--- src/common/mult_pkg.sv ---
////////////////////////////////////////////////////////////
// multiplier package
// opcode and FSM state encodings for the integer MAC unit
// and the widths of the 16/32/64-bit high-word split
////////////////////////////////////////////////////////////

`default_nettype none

package mult_pkg;

  // operand and result width
  localparam int unsigned DATA_W = 32;

  // subword width of the short multiplier
  localparam int unsigned HALF_W = 16;

  // width of the immediate shift amount
  localparam int unsigned SHIFT_W = 5;

  // right shift after the AL*BL and AH*BL partial products
  localparam logic [SHIFT_W-1:0] MULH_STEP_SHIFT = 5'd16;

  // multiplier opcodes
  // encodings follow the core decoder, the gaps held the dot products
  typedef enum logic [2:0] {
    MUL_MAC32 = 3'b000,
    MUL_MSU32 = 3'b001,
    MUL_I     = 3'b010,
    MUL_IR    = 3'b011,
    MUL_H     = 3'b110
  } mult_op_e;

  // high-word sequencer states
  // one partial product per state after IDLE
  typedef enum logic [2:0] {
    IDLE   = 3'd0,
    STEP0  = 3'd1,
    STEP1  = 3'd2,
    STEP2  = 3'd3,
    FINISH = 3'd4
  } mulh_state_e;

endpackage

`default_nettype wire
--- src/hdl/mult_top.sv ---
////////////////////////////////////////////////////////////
// multiplier top level
// integer MAC, subword multiplier and the multicycle
// high-word sequencer, result selected by opcode
////////////////////////////////////////////////////////////

`timescale 1ns/1ns
`default_nettype none

module mult_top (
  input  logic                         clk,
  input  logic                         rst_n,

  input  logic                         enable_i,
  input  mult_pkg::mult_op_e           operator_i,

  // subword controls
  input  logic                         short_subword_i,
  input  logic [1:0]                   short_signed_i,

  input  logic [mult_pkg::DATA_W-1:0]  op_a_i,
  input  logic [mult_pkg::DATA_W-1:0]  op_b_i,
  input  logic [mult_pkg::DATA_W-1:0]  op_c_i,
  input  logic [mult_pkg::SHIFT_W-1:0] imm_i,

  output logic [mult_pkg::DATA_W-1:0]  result_o,
  output logic                         multicycle_o,
  output logic                         ready_o,
  input  logic                         ex_ready_i
);

  logic [mult_pkg::DATA_W-1:0]  int_result;
  logic [mult_pkg::DATA_W-1:0]  short_result;

  // sequencer to datapath
  logic                         mulh_active;
  logic [1:0]                   mulh_subword;
  logic [1:0]                   mulh_signed;
  logic [mult_pkg::SHIFT_W-1:0] mulh_imm;
  logic                         mulh_shift_arith;
  logic                         mulh_carry;
  logic                         mac_carry;

  // running partial sum of the high-word steps
  logic [mult_pkg::DATA_W-1:0]  mulh_acc_q;

  int_mac u_int_mac (
    .operator_i (operator_i),
    .op_a_i     (op_a_i),
    .op_b_i     (op_b_i),
    .op_c_i     (op_c_i),
    .result_o   (int_result)
  );

  short_mult_datapath u_short (
    .operator_i         (operator_i),
    .op_a_i             (op_a_i),
    .op_b_i             (op_b_i),
    .op_c_i             (op_c_i),
    .imm_i              (imm_i),
    .short_subword_i    (short_subword_i),
    .short_signed_i     (short_signed_i),
    .mulh_active_i      (mulh_active),
    .mulh_subword_i     (mulh_subword),
    .mulh_signed_i      (mulh_signed),
    .mulh_imm_i         (mulh_imm),
    .mulh_shift_arith_i (mulh_shift_arith),
    .mulh_acc_i         (mulh_acc_q),
    .carry_i            (mulh_carry),
    .result_o           (short_result),
    .mac_carry_o        (mac_carry)
  );

  mulh_sequencer u_mulh (
    .clk                (clk),
    .rst_n              (rst_n),
    .enable_i           (enable_i),
    .operator_i         (operator_i),
    .short_signed_i     (short_signed_i),
    .ex_ready_i         (ex_ready_i),
    .mac_carry_i        (mac_carry),
    .mulh_active_o      (mulh_active),
    .mulh_subword_o     (mulh_subword),
    .mulh_signed_o      (mulh_signed),
    .mulh_imm_o         (mulh_imm),
    .mulh_shift_arith_o (mulh_shift_arith),
    .carry_o            (mulh_carry),
    .ready_o            (ready_o),
    .multicycle_o       (multicycle_o)
  );

  // zero before STEP0, takes each step result, held through FINISH
  always_ff @(posedge clk or negedge rst_n) begin
    if (!rst_n) begin
      mulh_acc_q <= '0;
    end else if (!mulh_active) begin
      mulh_acc_q <= '0;
    end else if (multicycle_o) begin
      mulh_acc_q <= short_result;
    end
  end

  ////////////////////////////////////////////////////////////
  // result mux
  ////////////////////////////////////////////////////////////

  always_comb begin
    result_o = '0;
    unique case (operator_i)
      mult_pkg::MUL_MAC32, mult_pkg::MUL_MSU32: result_o = int_result;
      mult_pkg::MUL_I, mult_pkg::MUL_IR, mult_pkg::MUL_H: result_o = short_result;
      default: result_o = '0;
    endcase
  end

endmodule

`default_nettype wire

--- src/short_mult/mulh_sequencer.sv ---
////////////////////////////////////////////////////////////
// high-word multiply sequencer
// steps mulh/mulhsu/mulhu through four 16-bit partial
// products, keeps the carry between steps, drives ready
////////////////////////////////////////////////////////////

`timescale 1ns/1ns
`default_nettype none

module mulh_sequencer (
  input  logic                         clk,
  input  logic                         rst_n,

  input  logic                         enable_i,
  input  mult_pkg::mult_op_e           operator_i,
  input  logic [1:0]                   short_signed_i,
  input  logic                         ex_ready_i,
  input  logic                         mac_carry_i,

  // step controls to the datapath
  output logic                         mulh_active_o,
  output logic [1:0]                   mulh_subword_o,
  output logic [1:0]                   mulh_signed_o,
  output logic [mult_pkg::SHIFT_W-1:0] mulh_imm_o,
  output logic                         mulh_shift_arith_o,
  output logic                         carry_o,

  output logic                         ready_o,
  output logic                         multicycle_o
);

  mult_pkg::mulh_state_e state_q;
  mult_pkg::mulh_state_e state_d;

  logic mulh_start;
  logic carry_q;
  logic carry_save;
  logic carry_clear;

  assign mulh_start = enable_i && (operator_i == mult_pkg::MUL_H);

  ////////////////////////////////////////////////////////////
  // next-state logic
  ////////////////////////////////////////////////////////////

  always_comb begin
    state_d = state_q;
    unique case (state_q)
      mult_pkg::IDLE: begin
        if (mulh_start) begin
          state_d = mult_pkg::STEP0;
        end
      end
      mult_pkg::STEP0: state_d = mult_pkg::STEP1;
      mult_pkg::STEP1: state_d = mult_pkg::STEP2;
      mult_pkg::STEP2: state_d = mult_pkg::FINISH;
      mult_pkg::FINISH: begin
        // hold the result until the pipeline takes it
        if (ex_ready_i) begin
          state_d = mult_pkg::IDLE;
        end
      end
      default: state_d = mult_pkg::IDLE;
    endcase
  end

  ////////////////////////////////////////////////////////////
  // registers
  ////////////////////////////////////////////////////////////

  always_ff @(posedge clk or negedge rst_n) begin
    if (!rst_n) begin
      state_q <= mult_pkg::IDLE;
      carry_q <= 1'b0;
    end else begin
      state_q <= state_d;
      if (carry_save) begin
        carry_q <= ~carry_clear & mac_carry_i;
      end else if (ex_ready_i) begin
        // next instruction starts without a stale carry
        carry_q <= 1'b0;
      end
    end
  end

  assign carry_o = carry_q;

  ////////////////////////////////////////////////////////////
  // output decode
  ////////////////////////////////////////////////////////////

  always_comb begin
    mulh_active_o      = 1'b1;
    mulh_subword_o     = 2'b00;
    mulh_signed_o      = 2'b00;
    mulh_imm_o         = '0;
    mulh_shift_arith_o = 1'b0;
    ready_o            = 1'b0;
    multicycle_o       = 1'b0;
    carry_save         = 1'b0;
    carry_clear        = 1'b0;

    unique case (state_q)
      mult_pkg::IDLE: begin
        mulh_active_o = 1'b0;
        // busy already in the start cycle
        ready_o       = !mulh_start;
      end
      mult_pkg::STEP0: begin
        // AL*BL is unsigned and never carries
        multicycle_o = 1'b1;
        mulh_imm_o   = mult_pkg::MULH_STEP_SHIFT;
      end
      mult_pkg::STEP1: begin
        // AL*BH signed only with B, 33 bit sum kept unshifted
        multicycle_o       = 1'b1;
        mulh_subword_o     = 2'b10;
        mulh_signed_o      = {short_signed_i[1], 1'b0};
        mulh_shift_arith_o = 1'b1;
        carry_save         = 1'b1;
      end
      mult_pkg::STEP2: begin
        // AH*BL signed only with A
        // bits 33:32 are shifted back in so the carry is dropped
        multicycle_o       = 1'b1;
        mulh_subword_o     = 2'b01;
        mulh_signed_o      = {1'b0, short_signed_i[0]};
        mulh_imm_o         = mult_pkg::MULH_STEP_SHIFT;
        mulh_shift_arith_o = 1'b1;
        carry_save         = 1'b1;
        carry_clear        = 1'b1;
      end
      mult_pkg::FINISH: begin
        // AH*BH with both signs, result valid here
        mulh_subword_o = 2'b11;
        mulh_signed_o  = short_signed_i;
        ready_o        = 1'b1;
      end
      default: begin
        mulh_active_o = 1'b0;
      end
    endcase
  end

endmodule

`default_nettype wire

--- src/short_mult/short_mult_datapath.sv ---
////////////////////////////////////////////////////////////
// subword multiplier datapath
// 17x17 multiply of selected halves, accumulate, optional
// rounding and right shift, also runs the mulh steps
////////////////////////////////////////////////////////////

`timescale 1ns/1ns
`default_nettype none

module short_mult_datapath (
  input  mult_pkg::mult_op_e           operator_i,
  input  logic [mult_pkg::DATA_W-1:0]  op_a_i,
  input  logic [mult_pkg::DATA_W-1:0]  op_b_i,
  input  logic [mult_pkg::DATA_W-1:0]  op_c_i,
  input  logic [mult_pkg::SHIFT_W-1:0] imm_i,
  input  logic                         short_subword_i,
  input  logic [1:0]                   short_signed_i,

  // controls from the high-word sequencer
  input  logic                         mulh_active_i,
  input  logic [1:0]                   mulh_subword_i,
  input  logic [1:0]                   mulh_signed_i,
  input  logic [mult_pkg::SHIFT_W-1:0] mulh_imm_i,
  input  logic                         mulh_shift_arith_i,
  input  logic [mult_pkg::DATA_W-1:0]  mulh_acc_i,
  input  logic                         carry_i,

  output logic [mult_pkg::DATA_W-1:0]  result_o,
  output logic                         mac_carry_o
);

  // effective controls after the mulh mux
  logic [mult_pkg::SHIFT_W-1:0] short_imm;
  logic [1:0]                   short_subword;
  logic [1:0]                   short_signed;
  logic                         short_shift_arith;

  // operands and sums
  logic [mult_pkg::HALF_W:0]    short_op_a;
  logic [mult_pkg::HALF_W:0]    short_op_b;
  logic [mult_pkg::DATA_W:0]    short_op_c;
  logic [mult_pkg::DATA_W+1:0]  short_mul;
  logic [mult_pkg::DATA_W+1:0]  short_mac;
  logic [mult_pkg::DATA_W+1:0]  short_shifted;
  logic [mult_pkg::DATA_W-1:0]  round_tmp;
  logic [mult_pkg::DATA_W-1:0]  short_round;
  logic                         mac_msb1;
  logic                         mac_msb0;

  ////////////////////////////////////////////////////////////
  // control select
  ////////////////////////////////////////////////////////////

  // caller values when idle, sequencer values during mulh
  assign short_imm         = mulh_active_i ? mulh_imm_i : imm_i;
  assign short_subword     = mulh_active_i ? mulh_subword_i : {2{short_subword_i}};
  assign short_signed      = mulh_active_i ? mulh_signed_i : short_signed_i;
  // B signed with A unsigned is not a legal mode, bit 0 alone decides
  assign short_shift_arith = mulh_active_i ? mulh_shift_arith_i : short_signed_i[0];

  ////////////////////////////////////////////////////////////
  // operands
  ////////////////////////////////////////////////////////////

  // subword[0] picks the half of A, subword[1] the half of B
  assign short_op_a[mult_pkg::HALF_W-1:0] = short_subword[0] ?
      op_a_i[mult_pkg::DATA_W-1:mult_pkg::HALF_W] : op_a_i[mult_pkg::HALF_W-1:0];
  assign short_op_b[mult_pkg::HALF_W-1:0] = short_subword[1] ?
      op_b_i[mult_pkg::DATA_W-1:mult_pkg::HALF_W] : op_b_i[mult_pkg::HALF_W-1:0];

  // 17th bit is the sign when that operand is signed
  assign short_op_a[mult_pkg::HALF_W] = short_signed[0] & short_op_a[mult_pkg::HALF_W-1];
  assign short_op_b[mult_pkg::HALF_W] = short_signed[1] & short_op_b[mult_pkg::HALF_W-1];

  // addend
  // mulh feeds back the partial sum with its carry as bit 32
  assign short_op_c = mulh_active_i ? {carry_i, mulh_acc_i}
                                    : {op_c_i[mult_pkg::DATA_W-1], op_c_i};

  ////////////////////////////////////////////////////////////
  // rounding
  ////////////////////////////////////////////////////////////

  // half an lsb of the shifted result, zero for imm 0
  assign round_tmp   = {{(mult_pkg::DATA_W-1){1'b0}}, 1'b1} << imm_i;
  assign short_round = (operator_i == mult_pkg::MUL_IR) ?
                       {1'b0, round_tmp[mult_pkg::DATA_W-1:1]} : '0;

  ////////////////////////////////////////////////////////////
  // multiply, accumulate and shift
  ////////////////////////////////////////////////////////////

  assign short_mul = $signed(short_op_a) * $signed(short_op_b);

  // signed 34 bit sum, rounding term is always positive
  assign short_mac = $signed(short_op_c) + $signed(short_mul) + $signed({1'b0, short_round});

  // mulh keeps the real upper bits, otherwise bit 31 is the sign
  assign mac_msb1 = mulh_active_i ? short_mac[mult_pkg::DATA_W+1] : short_mac[mult_pkg::DATA_W-1];
  assign mac_msb0 = mulh_active_i ? short_mac[mult_pkg::DATA_W] : short_mac[mult_pkg::DATA_W-1];

  // logical shift when the upper bits are forced to zero
  assign short_shifted = $signed({short_shift_arith & mac_msb1,
                                  short_shift_arith & mac_msb0,
                                  short_mac[mult_pkg::DATA_W-1:0]}) >>> short_imm;

  assign result_o    = short_shifted[mult_pkg::DATA_W-1:0];
  assign mac_carry_o = short_mac[mult_pkg::DATA_W];

endmodule

`default_nettype wire

--- src/hdl/int_mac.sv ---
////////////////////////////////////////////////////////////
// 32x32 integer multiply-accumulate
// c + a*b or c - a*b, low 32 bits only
////////////////////////////////////////////////////////////

`timescale 1ns/1ns
`default_nettype none

module int_mac (
  input  mult_pkg::mult_op_e          operator_i,
  input  logic [mult_pkg::DATA_W-1:0] op_a_i,
  input  logic [mult_pkg::DATA_W-1:0] op_b_i,
  input  logic [mult_pkg::DATA_W-1:0] op_c_i,
  output logic [mult_pkg::DATA_W-1:0] result_o
);

  logic                        is_msu;
  logic [mult_pkg::DATA_W-1:0] op_a_msu;
  logic [mult_pkg::DATA_W-1:0] op_b_corr;
  logic [mult_pkg::DATA_W-1:0] product;

  assign is_msu = (operator_i == mult_pkg::MUL_MSU32);

  // negated product without a second multiplier
  // (~a)*b + b = (-a-1)*b + b = -a*b
  assign op_a_msu  = op_a_i ^ {mult_pkg::DATA_W{is_msu}};
  assign op_b_corr = op_b_i & {mult_pkg::DATA_W{is_msu}};

  // only the low word is kept so signedness does not matter
  assign product = op_a_msu * op_b_i;

  // accumulate modulo 2^32
  assign result_o = op_c_i + op_b_corr + product;

endmodule

`default_nettype wire

--- config.mk ---
export PLATFORM = sky130hd
export DESIGN_NAME = mult_top
export DESIGN_NICKNAME = d
export VERILOG_FILES = /design/src/common/mult_pkg.sv /design/src/hdl/mult_top.sv /design/src/short_mult/mulh_sequencer.sv /design/src/short_mult/short_mult_datapath.sv /design/src/hdl/int_mac.sv
export SDC_FILE = /design/constraint.sdc
export NUM_CORES = 2
export LEC_CHECK = 0
export ABC_AREA = 1
export BUFFER_PORTS_ARGS = -buffer_cell sky130_fd_sc_hd__buf_2
export CORE_MARGIN = 5
export CORE_UTILIZATION = 35
export DETAILED_ROUTE_END_ITERATION = 6
export PLACE_DENSITY_LB_ADDON = 0.3
export SLEW_MARGIN = 30
export SYNTH_ARGS = -nofsm -noshare
export SYNTH_HDL_FRONTEND = slang
export SYNTH_SLANG_ARGS = --single-unit
export TNS_END_PERCENT = 100
--- constraint.sdc ---
create_clock -name clk -period 12.8 [get_ports clk]
set_input_delay 0.64 -clock clk [delete_from_list [all_inputs] [get_ports clk]]
set_output_delay 0.64 -clock clk [all_outputs]
set_load 0.03 [all_outputs]
==> impl_metrics.yaml <==
cts:
  cts_setup_buffers: 0
  count_of_hold_buffers_inserted_by_post_cts_repair: 0
  clk-insertion-delay-late_ns: 0.28
  clockBufferDepth: 2
  cts_num_sinks: 36
  htree_levels: 2
  clkSlewWorstSetupHoldPaths_ns: 0.06
  cts_buffers: 5
  ctsResizeCount: 0
  tritoncts: "done"
  clock_root_buffer: "sky130_fd_sc_hd__clkbuf_16"
critical_path:
  crit_path_start_kind: "register"
  worst_path_max_delay_cell: "sky130_fd_sc_hd__fa_1"
  cp_max_fo: 34
  worst_path_required_time_ns: 12.16
  criticalPathCategory: "reg -> out"
  critical_path.endpoint_type: "output pin"
  cp.arrival_ns: 10.72
  crit_top_cell: "sky130_fd_sc_hd__nand2_1"
  timing.critical_path.slowest_cell_delay_ns: 0.63
run:
  drv_cap: 0
route:
  drt-vias-per-instance: 5.111
  drt_wl_total_um: 146300
  post_drt_wl_per_cell_um: 23.42
  drt-initial-drc-count: 3028
  route.antenna.remaining_nets: 0
  first_pass_iters: 6
  remaining_drc_errors: 0
  routed-via-count: 31920
synth:
  post_synth_xor_area_fraction_pct: 1.145
  synth.area.top_cells: "sky130_fd_sc_hd__fa_1 46%, sky130_fd_sc_hd__nand2_1 13%, sky130_fd_sc_hd__inv_1 12%"
  synth-simple-area-share_pct: 22.90
  adder_cell_share_of_the_synthesized_area_pct: 54.74
  synth_mux_area_share_pct: 0.05551
  postSynthCellCount: 4843
  netlist-cell-type-count: 43
  synthDominantAreaCellType: "sky130_fd_sc_hd__fa_1"
  dominantRegCellSynth: "sky130_fd_sc_hd__dfrtp_1"
  synth.ff_latch_count: 36
  post_synth_instance_area_um2: 36060
  yosysWarningCount: 0
  synth-compound-area-share_pct: 3.980
  mappedNetlistNets: 6030
  synth_sequential_area_ratio_pct: 2.498
  synthDominantCellAreaShare_pct: 46.41
  synth_enable_flop_cells: 0
  post_synth.cell_area_avg_um2: 7.446
  synth_top_family_by_area: "adder cells"
  synth_async_sr_flop_share_pct: 100.0
grt:
  remaining_global_route_overflow: 0
  via_count_of_the_first_global_routing_pass: 33210
  antenna_violations_before_repair: 4
  grt_first_pass_wirelength_um: 218300
  grt_max_degree: 54
  gr-usage-all-layers_pct: 27.03
sta:
  final-hold-violation-count: 0
  setup_viol: 0
  max_freq_ghz: 0.08806
  worst_slew_margin_rel_pct: 28.42
  rsz0062_at_grt: "false"
  finalMaxSlewViolations: 0
  max_slew.worst_pin.slew_ns: 1.062
  final_period_minus_worst_setup_slack_ns: 11.36
  setup_total_negative_slack_ns: 0
  period_share_pct: 88.72
  clock-skew-final_ns: 0.005709
finish:
  area_growth_from_synthesis_to_final_layout_pct: 6.322
  multiInputGateArea_um2: 29880
  layout-drive-gt1-share_pct: 5.499
  fill_cell_instance_count_of_the_final_layout: 10890
  finalNetCount: 6061
  layout_common_cells: "1286 x sky130_fd_sc_hd__nand2_1, 1187 x sky130_fd_sc_hd__inv_1, 836 x sky130_fd_sc_hd__fa_1"
  layout.area.seq_um2: 900.9
  layout.cells.most_common: "sky130_fd_sc_hd__nand2_1"
  post-route-cell-area_um2: 38340
floorplanning:
  core_region_area_um2: 102000
  floorplan.die.height_um: 331.0
  top_level_i_o_count: 145
  floorplan.die_area_um2: 109600
  die_w_um: 331.0
  starting_density_of_the_core_pct: 35.34
  std_cell_rows: 117
placement:
  detailed_place.area_um2: 38200
  hpwl_um: 125200
  final_weighted_congestion_of_routability_driven_global_placement: 1.015
  io_buffer_count: 144
hold_path:
  worstHoldPathType: "in -> async"
status:
  status: "completed"
-- critical path, delay by kind of cell (launching register included) --
family	cells	cell delay (ns)
AOI/OAI and AO/OA	5	0.85
buffers and inverters	15	2.49
adders and majority gates	8	3.96
DFF	1	0.40
and+or+nand+nor	18	2.67
-- cells in the mapped netlist (2+ instances only) --
cell                       instances
sky130_fd_sc_hd__nand2_1        1288
sky130_fd_sc_hd__inv_1          1189
sky130_fd_sc_hd__fa_1            836
sky130_fd_sc_hd__nor2_1          346
sky130_fd_sc_hd__nand3_1         318
sky130_fd_sc_hd__ha_1            240
sky130_fd_sc_hd__clkbuf_1        130
sky130_fd_sc_hd__o21ai_0         110
sky130_fd_sc_hd__a21oi_1          71
sky130_fd_sc_hd__dfrtp_1          36
sky130_fd_sc_hd__buf_2            31
sky130_fd_sc_hd__nand4_1          23
sky130_fd_sc_hd__nor3_1           23
sky130_fd_sc_hd__xor2_1           23
sky130_fd_sc_hd__xnor2_1          21
sky130_fd_sc_hd__o21ai_1          19
sky130_fd_sc_hd__inv_2            17
sky130_fd_sc_hd__o21ai_2          13
sky130_fd_sc_hd__a21boi_0         10
sky130_fd_sc_hd__o21bai_1         10
sky130_fd_sc_hd__clkinv_1          9
sky130_fd_sc_hd__nand3b_1          8
sky130_fd_sc_hd__nor4_1            8
sky130_fd_sc_hd__or2_2             8
sky130_fd_sc_hd__buf_1             7
sky130_fd_sc_hd__o211ai_1          6
sky130_fd_sc_hd__o21a_1            6
sky130_fd_sc_hd__a31oi_1           5
sky130_fd_sc_hd__buf_4             5
sky130_fd_sc_hd__nand2_2           5
sky130_fd_sc_hd__nor2_2            5
sky130_fd_sc_hd__a21o_1            2
sky130_fd_sc_hd__buf_6             2
sky130_fd_sc_hd__mux2i_1           2
sky130_fd_sc_hd__nand2_4           2
sky130_fd_sc_hd__nor2_4            2
-- metal layers --
metal	GRT usage (%)	vias up	part of all wire (%)
met3	7.974	245	12
met5	0	-	0.0089
met2	40.92	1675	42
met4	8.602	2	4.2
li1	-	14200	-
met1	37.48	15800	41
-- registers in the layout (all words and copies together) (netlist names) --
register / cells
u_mulh.carry_o: 1
mulh_acc_q: 32
u_mulh.state_q: 3
-- layout make-up --
type,count,share of cell area (%)
Antenna cell,4,0.02611
Clock buffer,6,0.3361
Clock inverter,1,0.01305
Inverter,1216,11.91
Multi-Input combinational cell,3416,77.94
Sequential cell,36,2.350
Tap cell,1368,4.464
Timing Repair Buffer,199,2.957
-- worst paths after layout --
| check | cells after the start | to | startpoint | slack (ns) |
|---|---|---|---|---|
| worst max-delay path | 46 | result_o[25] | u_mulh.state_q[0] | 1.44 |
| worst min-delay path | 1 | mulh_acc_q[1] | rst_n | 0.45 |
| worst max register to register | 45 | mulh_acc_q[26] | u_mulh.state_q[0] | 2.45 |
| worst min register to register | 2 | mulh_acc_q[3] | mulh_acc_q[3] | 0.48 |
| max in group asynchronous | 1 | mulh_acc_q[7] | rst_n | 11.83 |
| min in group clk | 2 | mulh_acc_q[3] | mulh_acc_q[3] | 0.48 |
-- logic make-up after synthesis --
kind of cell,Yosys count
compound gates,256
xor+xnor,45
fa+ha+maj,1076
buf+inv,1391
flops,36
mux,2
simple gates,2037
-- per-stage QoR --
step / std cells / setup WS (ns) / utilization [%] / hold slack, ns
after global routing: 6242 / 0.7827 / 37.57 / 0.4952
after CTS: 6242 / 1.340 / 37.57 / 0.4706
after detailed placement: 6235 / 1.673 / 37.43 / 0.4611
after floorplan: 4843 / 3.096 / - / 0.3444
final: 6246 / 1.444 / 37.58 / 0.4517
after global placement: 6235 / 1.580 / 37.43 / 0.4614
Power is not shown: default switching activity piles up to over one toggle a cycle in this logic, so the estimate is an artifact.
